==> config.mk <==
export PLATFORM = sky130hd
export DESIGN_NAME = color_tracker_top
export DESIGN_NICKNAME = d
export VERILOG_FILES = /design/src/video_pkg.sv /design/src/track_pkg.sv /design/src/pixel_decode.sv /design/src/blob_centroid.sv /design/src/overlay_result.sv /design/src/color_tracker_top.sv
export SDC_FILE = /design/constraint.sdc
export NUM_CORES = 1
export LEC_CHECK = 0
export ABC_AREA = 1
export BUFFER_PORTS_ARGS = -buffer_cell sky130_fd_sc_hd__buf_2
export CORE_ASPECT_RATIO = 0.9
export CORE_MARGIN = 2
export CORE_UTILIZATION = 63
export CTS_BUF_LIST = sky130_fd_sc_hd__clkbuf_8
export DETAILED_ROUTE_END_ITERATION = 8
export HOLD_SLACK_MARGIN = 0.05
export PLACE_DENSITY = 0.8
export SLEW_MARGIN = 20
export SYNTH_ARGS = -nofsm -noshare
export SYNTH_HDL_FRONTEND = slang
export SYNTH_SLANG_ARGS = --single-unit
export TNS_END_PERCENT = 20
==> constraint.sdc <==
create_clock -name clk_pixel -period 3.69 [get_ports clk_pixel]
set_clock_uncertainty 0.2 [all_clocks]
set_input_delay 0.369 -clock clk_pixel [delete_from_list [all_inputs] [get_ports clk_pixel]]
set_output_delay 0.369 -clock clk_pixel [all_outputs]
set_load 0.02 [all_outputs]
==> src/video_pkg.sv <==
`default_nettype none

package video_pkg;

  // pixel position inside the frame, counts from 0 at top left
  typedef logic [10:0] coord_t;

  // raw camera word, red in [15:11], green in [10:5], blue in [4:0]
  typedef logic [15:0] rgb565_t;

  // one widened color channel
  typedef logic [7:0] chan_t;

  typedef struct packed {
    chan_t red;
    chan_t green;
    chan_t blue;
  } rgb888_t;

  // incoming stream word
  typedef struct packed {
    coord_t  hcount;
    coord_t  vcount;
    rgb565_t rgb565;
  } pix_in_t;

  // display stream word
  typedef struct packed {
    coord_t  hcount;
    coord_t  vcount;
    rgb888_t rgb888;
  } pix_out_t;

  // decode -> execute payload
  typedef struct packed {
    coord_t  hcount;
    coord_t  vcount;
    rgb888_t rgb888;
    chan_t   chan; // tracked channel picked by the decoder
  } dec_beat_t;

  // execute -> result payload, same fields plus the threshold result
  typedef struct packed {
    coord_t  hcount;
    coord_t  vcount;
    rgb888_t rgb888;
    chan_t   chan;
    logic    mask; // 1 when chan sits inside the bounds
  } exe_beat_t;

endpackage

`default_nettype wire

==> src/track_pkg.sv <==
`default_nettype none

package track_pkg;

  import video_pkg::*;

  // channel to track, code 3 is not defined and falls back to blue
  typedef enum logic [1:0] {
    SEL_RED   = 2'd0,
    SEL_GREEN = 2'd1,
    SEL_BLUE  = 2'd2
  } chan_sel_e;

  typedef enum logic [1:0] {
    DISP_CAMERA    = 2'd0, // plain camera pixel
    DISP_CHANNEL   = 2'd1, // tracked channel as grayscale
    DISP_MASK      = 2'd2, // binary mask, white or black
    DISP_CROSSHAIR = 2'd3  // camera with lines through the center of mass
  } disp_mode_e;

  typedef struct packed {
    chan_sel_e  chan_sel;
    chan_t      lower;     // inclusive
    chan_t      upper;     // inclusive
    disp_mode_e disp_mode;
  } track_cfg_t;

  typedef logic [16:0] area_t; // masked pixel count, fits 320x180
  typedef logic [27:0] sum_t;  // coordinate sum over one frame

  typedef struct packed {
    coord_t x;
    coord_t y;
    area_t  area;
  } com_t;

  typedef enum logic [1:0] {
    IDLE,   // accumulating, divider free
    DIVIDE, // one quotient bit per clock
    DONE    // result pulse
  } centroid_state_e;

endpackage

`default_nettype wire

==> src/pixel_decode.sv <==
`timescale 1ns/100ps
`default_nettype none

module pixel_decode import video_pkg::*, track_pkg::*; (
  input  wire       clk_pixel,
  input  wire       recent_reset,
  // incoming camera stream
  input  wire pix_in_t   in_i,
  input  wire       in_valid_i,
  output logic      in_ready_o,
  input  wire chan_sel_e sel_i,
  // toward the execute stage
  output dec_beat_t out_o,
  output logic      out_valid_o,
  input  wire       out_ready_i
);

  rgb888_t wide;  // 565 word widened to 8 bits a channel
  chan_t   chosen;
  logic    take;

  // low bits padded with zeros, no rounding
  always_comb begin
    wide.red   = {in_i.rgb565[15:11], 3'b000};
    wide.green = {in_i.rgb565[10:5], 2'b00};
    wide.blue  = {in_i.rgb565[4:0], 3'b000};
  end

  always_comb begin
    case (sel_i)
      SEL_RED:   chosen = wide.red;
      SEL_GREEN: chosen = wide.green;
      default:   chosen = wide.blue; // blue and the unused code
    endcase
  end

  // register is free when empty or draining this clock
  assign in_ready_o = !out_valid_o || out_ready_i;
  assign take       = in_valid_i && in_ready_o;

  always_ff @(posedge clk_pixel) begin
    if (recent_reset) begin
      out_valid_o <= 1'b0;
    end else if (in_ready_o) begin
      out_valid_o <= in_valid_i; // bubble when nothing comes in
    end
  end

  // payload only moves on a transfer
  always_ff @(posedge clk_pixel) begin
    if (take) begin
      out_o.hcount <= in_i.hcount;
      out_o.vcount <= in_i.vcount;
      out_o.rgb888 <= wide;
      out_o.chan   <= chosen;
    end
  end

endmodule

`default_nettype wire

==> src/blob_centroid.sv <==
`timescale 1ns/100ps
`default_nettype none

module blob_centroid import video_pkg::*, track_pkg::*; #(
  parameter int HRES = 320,
  parameter int VRES = 180
) (
  input  wire       clk_pixel,
  input  wire       recent_reset,
  input  wire dec_beat_t in_i,
  input  wire       in_valid_i,
  output logic      in_ready_o,
  input  wire chan_t lower_i,
  input  wire chan_t upper_i,
  output exe_beat_t out_o,
  output logic      out_valid_o,
  input  wire       out_ready_i,
  output com_t      com_o,
  output logic      com_valid_o
);

  // mean of a coordinate never exceeds the coordinate range,
  // so the quotient needs only coord_t bits
  localparam int QW = $bits(coord_t);
  localparam coord_t LAST_H = coord_t'(HRES - 1);
  localparam coord_t LAST_V = coord_t'(VRES - 1);

  typedef logic [$clog2(QW)-1:0] cnt_t;

  centroid_state_e state_q;

  logic  mask_in;
  logic  frame_end;
  logic  div_busy;
  logic  take;
  sum_t  sum_x_q, sum_y_q;   // running sums for the current frame
  area_t area_q;
  sum_t  sum_x_nxt, sum_y_nxt;
  area_t area_nxt;

  sum_t  rem_x, rem_y;       // partial remainders
  sum_t  div_d;              // area shifted to the current quotient bit
  coord_t quot_x, quot_y;
  area_t area_hold;          // frozen area of the frame being divided
  cnt_t  bit_cnt;

  assign mask_in   = (in_i.chan >= lower_i) && (in_i.chan <= upper_i);
  assign frame_end = (in_i.hcount == LAST_H) && (in_i.vcount == LAST_V);
  assign div_busy  = (state_q != IDLE);

  // a frame end must wait until the divider can take its sums
  assign in_ready_o = (!out_valid_o || out_ready_i) && !(in_valid_i && frame_end && div_busy);
  assign take       = in_valid_i && in_ready_o;

  // sums including the beat now being taken
  always_comb begin
    sum_x_nxt = sum_x_q;
    sum_y_nxt = sum_y_q;
    area_nxt  = area_q;
    if (mask_in) begin
      sum_x_nxt = sum_x_q + sum_t'(in_i.hcount);
      sum_y_nxt = sum_y_q + sum_t'(in_i.vcount);
      area_nxt  = area_q + area_t'(1);
    end
  end

  // stage register
  always_ff @(posedge clk_pixel) begin
    if (recent_reset) begin
      out_valid_o <= 1'b0;
    end else if (!out_valid_o || out_ready_i) begin
      out_valid_o <= take;
    end
  end

  always_ff @(posedge clk_pixel) begin
    if (take) begin
      out_o.hcount <= in_i.hcount;
      out_o.vcount <= in_i.vcount;
      out_o.rgb888 <= in_i.rgb888;
      out_o.chan   <= in_i.chan;
      out_o.mask   <= mask_in;
    end
  end

  // accumulators, restart after the last pixel of a frame
  always_ff @(posedge clk_pixel) begin
    if (recent_reset) begin
      sum_x_q <= '0;
      sum_y_q <= '0;
      area_q  <= '0;
    end else if (take) begin
      if (frame_end) begin
        sum_x_q <= '0;
        sum_y_q <= '0;
        area_q  <= '0;
      end else begin
        sum_x_q <= sum_x_nxt;
        sum_y_q <= sum_y_nxt;
        area_q  <= area_nxt;
      end
    end
  end

  // divider control
  always_ff @(posedge clk_pixel) begin
    if (recent_reset) begin
      state_q <= IDLE;
    end else begin
      case (state_q)
        IDLE: begin
          // empty frame keeps the previous result, no pulse
          if (take && frame_end && (area_nxt != '0)) state_q <= DIVIDE;
        end
        DIVIDE: begin
          if (bit_cnt == '0) state_q <= DONE;
        end
        default: state_q <= IDLE; // DONE lasts one clock
      endcase
    end
  end

  // restoring divide, msb of the quotient first
  always_ff @(posedge clk_pixel) begin
    if (state_q == IDLE) begin
      rem_x     <= sum_x_nxt;
      rem_y     <= sum_y_nxt;
      div_d     <= sum_t'(area_nxt) << (QW - 1);
      area_hold <= area_nxt;
      bit_cnt   <= cnt_t'(QW - 1);
    end else if (state_q == DIVIDE) begin
      if (rem_x >= div_d) begin
        rem_x  <= rem_x - div_d;
        quot_x <= {quot_x[QW-2:0], 1'b1};
      end else begin
        quot_x <= {quot_x[QW-2:0], 1'b0};
      end
      if (rem_y >= div_d) begin
        rem_y  <= rem_y - div_d;
        quot_y <= {quot_y[QW-2:0], 1'b1};
      end else begin
        quot_y <= {quot_y[QW-2:0], 1'b0};
      end
      div_d   <= div_d >> 1;
      bit_cnt <= bit_cnt - cnt_t'(1);
    end
  end

  assign com_o.x      = quot_x; // truncated means
  assign com_o.y      = quot_y;
  assign com_o.area   = area_hold;
  assign com_valid_o  = (state_q == DONE);

endmodule

`default_nettype wire

==> src/overlay_result.sv <==
`timescale 1ns/100ps
`default_nettype none

module overlay_result import video_pkg::*, track_pkg::*; (
  input  wire       clk_pixel,
  input  wire       recent_reset,
  input  wire exe_beat_t in_i,
  input  wire       in_valid_i,
  output logic      in_ready_o,
  input  wire disp_mode_e mode_i,
  input  wire com_t com_i,
  input  wire       com_valid_i,
  output pix_out_t  out_o,
  output logic      out_valid_o,
  input  wire       out_ready_i
);

  localparam rgb888_t WHITE = '1;
  localparam rgb888_t BLACK = '0;

  coord_t  com_x_q, com_y_q; // last reported center of mass
  rgb888_t shown;
  logic    on_cross;
  logic    take;

  always_ff @(posedge clk_pixel) begin
    if (recent_reset) begin
      com_x_q <= '0;  // crosshair sits on row 0 and column 0 until a report
      com_y_q <= '0;
    end else if (com_valid_i) begin
      com_x_q <= com_i.x;
      com_y_q <= com_i.y;
    end
  end

  assign on_cross = (in_i.hcount == com_x_q) || (in_i.vcount == com_y_q);

  // display mux
  always_comb begin
    case (mode_i)
      DISP_CHANNEL: begin
        shown.red   = in_i.chan;
        shown.green = in_i.chan;
        shown.blue  = in_i.chan;
      end
      DISP_MASK:      shown = in_i.mask ? WHITE : BLACK;
      DISP_CROSSHAIR: shown = on_cross ? WHITE : in_i.rgb888;
      default:        shown = in_i.rgb888; // camera
    endcase
  end

  assign in_ready_o = !out_valid_o || out_ready_i;
  assign take       = in_valid_i && in_ready_o;

  always_ff @(posedge clk_pixel) begin
    if (recent_reset) begin
      out_valid_o <= 1'b0;
    end else if (in_ready_o) begin
      out_valid_o <= in_valid_i;
    end
  end

  always_ff @(posedge clk_pixel) begin
    if (take) begin
      out_o.hcount <= in_i.hcount;
      out_o.vcount <= in_i.vcount;
      out_o.rgb888 <= shown;
    end
  end

endmodule

`default_nettype wire

==> src/color_tracker_top.sv <==
`timescale 1ns/100ps
`default_nettype none

module color_tracker_top import video_pkg::*, track_pkg::*; #(
  parameter int HRES = 320, // frame width in pixels
  parameter int VRES = 180  // frame height in lines
) (
  input  wire        clk_pixel,
  input  wire        recent_reset,
  input  wire pix_in_t    pix_i,
  input  wire        pix_valid_i,
  output logic       pix_ready_o,
  input  wire track_cfg_t cfg_i,   // held steady between frames
  output pix_out_t   pix_o,
  output logic       pix_valid_o,
  input  wire        out_ready_i,
  output com_t       com_o,
  output logic       com_valid_o
);

  dec_beat_t dec_beat;  // decode -> execute
  logic      dec_valid;
  logic      dec_ready;
  exe_beat_t exe_beat;  // execute -> result
  logic      exe_valid;
  logic      exe_ready;

  pixel_decode decode0 (
    .clk_pixel    (clk_pixel),
    .recent_reset (recent_reset),
    .in_i         (pix_i),
    .in_valid_i   (pix_valid_i),
    .in_ready_o   (pix_ready_o),
    .sel_i        (cfg_i.chan_sel),
    .out_o        (dec_beat),
    .out_valid_o  (dec_valid),
    .out_ready_i  (dec_ready)
  );

  blob_centroid #(.HRES(HRES), .VRES(VRES)) centroid0 (
    .clk_pixel    (clk_pixel),
    .recent_reset (recent_reset),
    .in_i         (dec_beat),
    .in_valid_i   (dec_valid),
    .in_ready_o   (dec_ready),
    .lower_i      (cfg_i.lower),
    .upper_i      (cfg_i.upper),
    .out_o        (exe_beat),
    .out_valid_o  (exe_valid),
    .out_ready_i  (exe_ready),
    .com_o        (com_o),
    .com_valid_o  (com_valid_o)   // also feeds the overlay latch
  );

  overlay_result result0 (
    .clk_pixel    (clk_pixel),
    .recent_reset (recent_reset),
    .in_i         (exe_beat),
    .in_valid_i   (exe_valid),
    .in_ready_o   (exe_ready),
    .mode_i       (cfg_i.disp_mode),
    .com_i        (com_o),
    .com_valid_i  (com_valid_o),
    .out_o        (pix_o),
    .out_valid_o  (pix_valid_o),
    .out_ready_i  (out_ready_i)
  );

endmodule

`default_nettype wire

==> impl_metrics.yaml <==
outcome:
  status: "finished, final reports clean"
power:
  p_seq_frac: 0.468
  power_switching_mw: 2.783
  clock_power_share: 0.358
  p_int_mw: 6.753
  pwr-share-comb: 0.174
  p_leak_nw: 9.633
  power.density_nw_per_um2: 436.9
  swShare: 0.2919
  ir_drop_uv: 378.7
critical_path:
  arrival_ns: 3.43
  path_class: "reg -> reg"
  crit_buf_inv: 1
  critPathSlowestCell: "edfxtp_1"
  path_depth: 14
  cpMostUsedCell: "nand2_1"
  crit_chain: "ha_1 -> nand2_1 -> nor2_2 -> nand4_1 -> nand2_2 -> nand2_4 -> inv_4 -> nand2_2 -> nor2_2 -> nand2_2 -> o21ai_0 -> nand2_1 -> nand2_1 -> nand2_1"
  critPathCapture: "centroid0.rem_x[23]"
  r2r_end: "centroid0.rem_x[23]"
  r2r-start: "decode0.out_o[7]"
  cp_top_family: "simple AND/OR/NAND/NOR gates"
  slowest_delay_ns: 0.43
  rrSetupSlack_ns: 0.43
  worstRegToRegCells: 14
  worstPathMaxFanout: 25
  required_ns: 3.86
  startpoint_type: "register"
  setup.worst_path.start: "decode0.out_o[7]"
  cp-end-kind: "register"
floorplanning:
  io_pins: 150
  start_util: 0.6398
  die_area_um2: 31830
  fp.dieW_um: 187.8
  die_y_um: 169.5
  fp.coreArea_um2: 29950
  fp-row-count: 60
cts:
  ctsResizeCount: 0
  cts_buffers: 57
  cts_root_buf: "clkbuf_8"
  h-tree-depth: 2
  cts.clk_slew.worst_paths_ns: 0.06
  clk_latency_ns: 0.63
  clock_path_buffers: 3
  cts_tree: "yes"
  cts_sinks: 355
routing:
  viasPerCell: 5.706
  routed_wl_mm: 51.31
  num_vias: 16510
  drc: 0
  first_pass_iters: 8
  wire_per_inst_um: 17.73
  drt_iter0_markers: 1608
  antenna_left: 0
sta:
  drv_slew: 0
  rsz0062_at_grt: "no"
  hold_viol: 0
  setup_viol: 0
  worst_pin_slew_ns: 0.9420
  maxSlewHeadroom: 0.3720
  min_period_ns: 3.265
  max_freq_mhz: 306.3
  finalCritPeriodShare: 0.8847
  finalSetupTns_ns: 0
  setup_ws_ns: 0.4255
cells_and_area:
  n_antenna_cell: 0
  fin_area_um2: 21820
  nNetsFinal: 2602
  final_cells: 2894
  layout-drive-gt1-share: 0.1188
  syn_to_final_growth_pct: 13.88
global_routing:
  grt_start_max_net_pins: 79
  grt_usage: 0.3213
  grt_pass1_vias: 15440
  antenna_found_initial: 0
  grt_overflow_total: 0
  grt_first_pass_wirelength_mm: 81.08
placement:
  io_buffers: 149
  hpwl_mm: 36.27
  place_ws_ns: 0.4188
  dp_cells: 2747
  gp_congestion: 0.9353
  dpl_cell_area_um2: 20240
yosys:
  syn_area_um2: 19160
  ys_types: 58
  yosys_register_bits: 355
  yosysSeqAreaShare: 0.4967
  syn_avg_cell_area_um2: 8.537
  synthCells: 2245
  synth_fp_nets: 2401
  synthFlopType: "edfxtp_1"
  yosys_warnings: 0
  synth_edf_count: 241
  async_flop_share: 0
flow_run:
  cap_violations: 0
hold_path:
  hold_start: "cfg_i[1]"
  hold_path_class: "in -> reg"
-- kinds of logic (layout without fill, tap and decap cells) --
logic type | Yosys count | count (layout) | synth area share
muxes | 3 | 3 | 0.001567
adders and majority gates | 94 | 94 | 0.06294
AOI/OAI and AO/OA | 394 | 394 | 0.1118
and+or+nand+nor | 1057 | 1057 | 0.2319
xor gates and xnor gates | 83 | 83 | 0.03872
DFF | 355 | 355 | 0.4967
buffers and inverters | 259 | 505 | 0.05641
-- area by class of cell --
cell class,count,area (µm²)
Fill cell,2240,8129
Sequential cell,355,9519
Inverter,191,719.4
Clock inverter,37,227.7
Multi-Input combinational cell,1631,8596
Tap cell,403,504.2
Clock buffer,67,922.1
Timing Repair Buffer,210,1336
-- power groups by stage --
stage	Sequential (mW)	Clock, mW	Combinational, mW
after floorplan	4.54	0	1.16
after global placement	4.54	0	1.54
after detailed placement	4.54	0	1.58
after CTS	4.46	3.43	1.62
after global routing	4.47	3.62	1.86
final	4.47	3.42	1.65
-- placed cells by master, fill, tap and decap left out, types with 34 or more instances in the layout --
| cell type | netlist | routed |
|---|---|---|
| a21oi_1 | 160 | 159 |
| buf_2 | 16 | 149 |
| clkbuf_8 | 0 | 67 |
| dfxtp_1 | 114 | 114 |
| dlygate4sd3_1 | 0 | 43 |
| edfxtp_1 | 241 | 241 |
| ha_1 | 90 | 90 |
| inv_1 | 188 | 210 |
| nand2_1 | 625 | 625 |
| nand3_1 | 116 | 116 |
| nor2_1 | 192 | 190 |
| nor3_1 | 34 | 34 |
| o21ai_0 | 152 | 152 |
| xor2_1 | 62 | 62 |
-- layer usage --
metal  share of wire  wire length [µm]  track usage  up-vias
li1                -                 -            -     7986
met1            0.44             22410       0.4597     7647
met2            0.45             22950       0.5021      784
met3           0.091              4665      0.05935       95
met4           0.025              1290      0.09688        0
met5               0                 0            0        -
-- timing repair --
item,4_1_cts,5_1_grt
hold buffers,43,0
endpoints found under the hold margin,50,0
setup buffers,0,0
-- state kept, by name, summed over array words and instances, names as in the netlist, 11 cells and up --
signal	flops
centroid0.out_o	45
decode0.out_o	44
result0.out_o	40
centroid0.rem_x	28
centroid0.rem_y	28
centroid0.sum_x_q	28
centroid0.sum_y_q	28
centroid0.div_d	27
centroid0.area_hold	17
centroid0.area_q	17
centroid0.quot_x	11
centroid0.quot_y	11
result0.com_x_q	11
result0.com_y_q	11
-- worst min path at each step --
stage	end	slack [ns]	depth (start not counted)
2_1_floorplan	centroid0.out_o[12]	0.20	0
3_3_place_gp	centroid0.out_o[30]	0.20	0
3_5_place_dp	centroid0.out_o[21]	0.20	0
4_1_cts	result0.out_o[10]	0.06	4
5_1_grt	result0.out_o[10]	0.10	4
6_report	result0.out_o[10]	0.08	4
-- through the flow --
step                total power [mW]  utilization  hold slack, ns
floorplan                      5.699            -          0.2003
global placement               6.086       0.6759          0.2008
detailed placement             6.120       0.6759          0.2045
CTS                            9.516       0.7286         0.06223
global route                   9.950       0.7286          0.1037
finish                         9.536       0.7286         0.08035
-- cells in the mapped netlist (6+ instances only) --
| cell | instances | area share |
|---|---|---|
| buf_4 | 10 | 0.0039 |
| xnor2_1 | 19 | 0.0087 |
| buf_2 | 16 | 0.0042 |
| a21o_1 | 13 | 0.0051 |
| clkbuf_1 | 33 | 0.0065 |
| or2_2 | 12 | 0.0039 |
| inv_1 | 188 | 0.037 |
| nand2_2 | 6 | 0.0020 |
| nor4_1 | 10 | 0.0033 |
| nor3_1 | 34 | 0.0089 |
| o21bai_1 | 7 | 0.0027 |
| nand3b_1 | 9 | 0.0035 |
| nand2_1 | 625 | 0.12 |
| a21oi_1 | 160 | 0.042 |
| edfxtp_1 | 241 | 0.38 |
| xor2_1 | 62 | 0.028 |
| o21ai_1 | 14 | 0.0037 |
| dfxtp_1 | 114 | 0.12 |
| nor2_1 | 192 | 0.038 |
| ha_1 | 90 | 0.059 |
| o22ai_1 | 9 | 0.0029 |
| nor2_2 | 8 | 0.0026 |
| nand3_1 | 116 | 0.030 |
| nand4_1 | 24 | 0.0078 |
| o21ai_0 | 152 | 0.040 |
| a22oi_1 | 12 | 0.0047 |
-- tightest hold or removal path, stage by stage --
cell and delay (ns):
buf_2 0.15, inv_1 0.06, nand2_1 0.05, o211ai_1 0.15
Note: power is estimated with default switching activity, not from simulation.
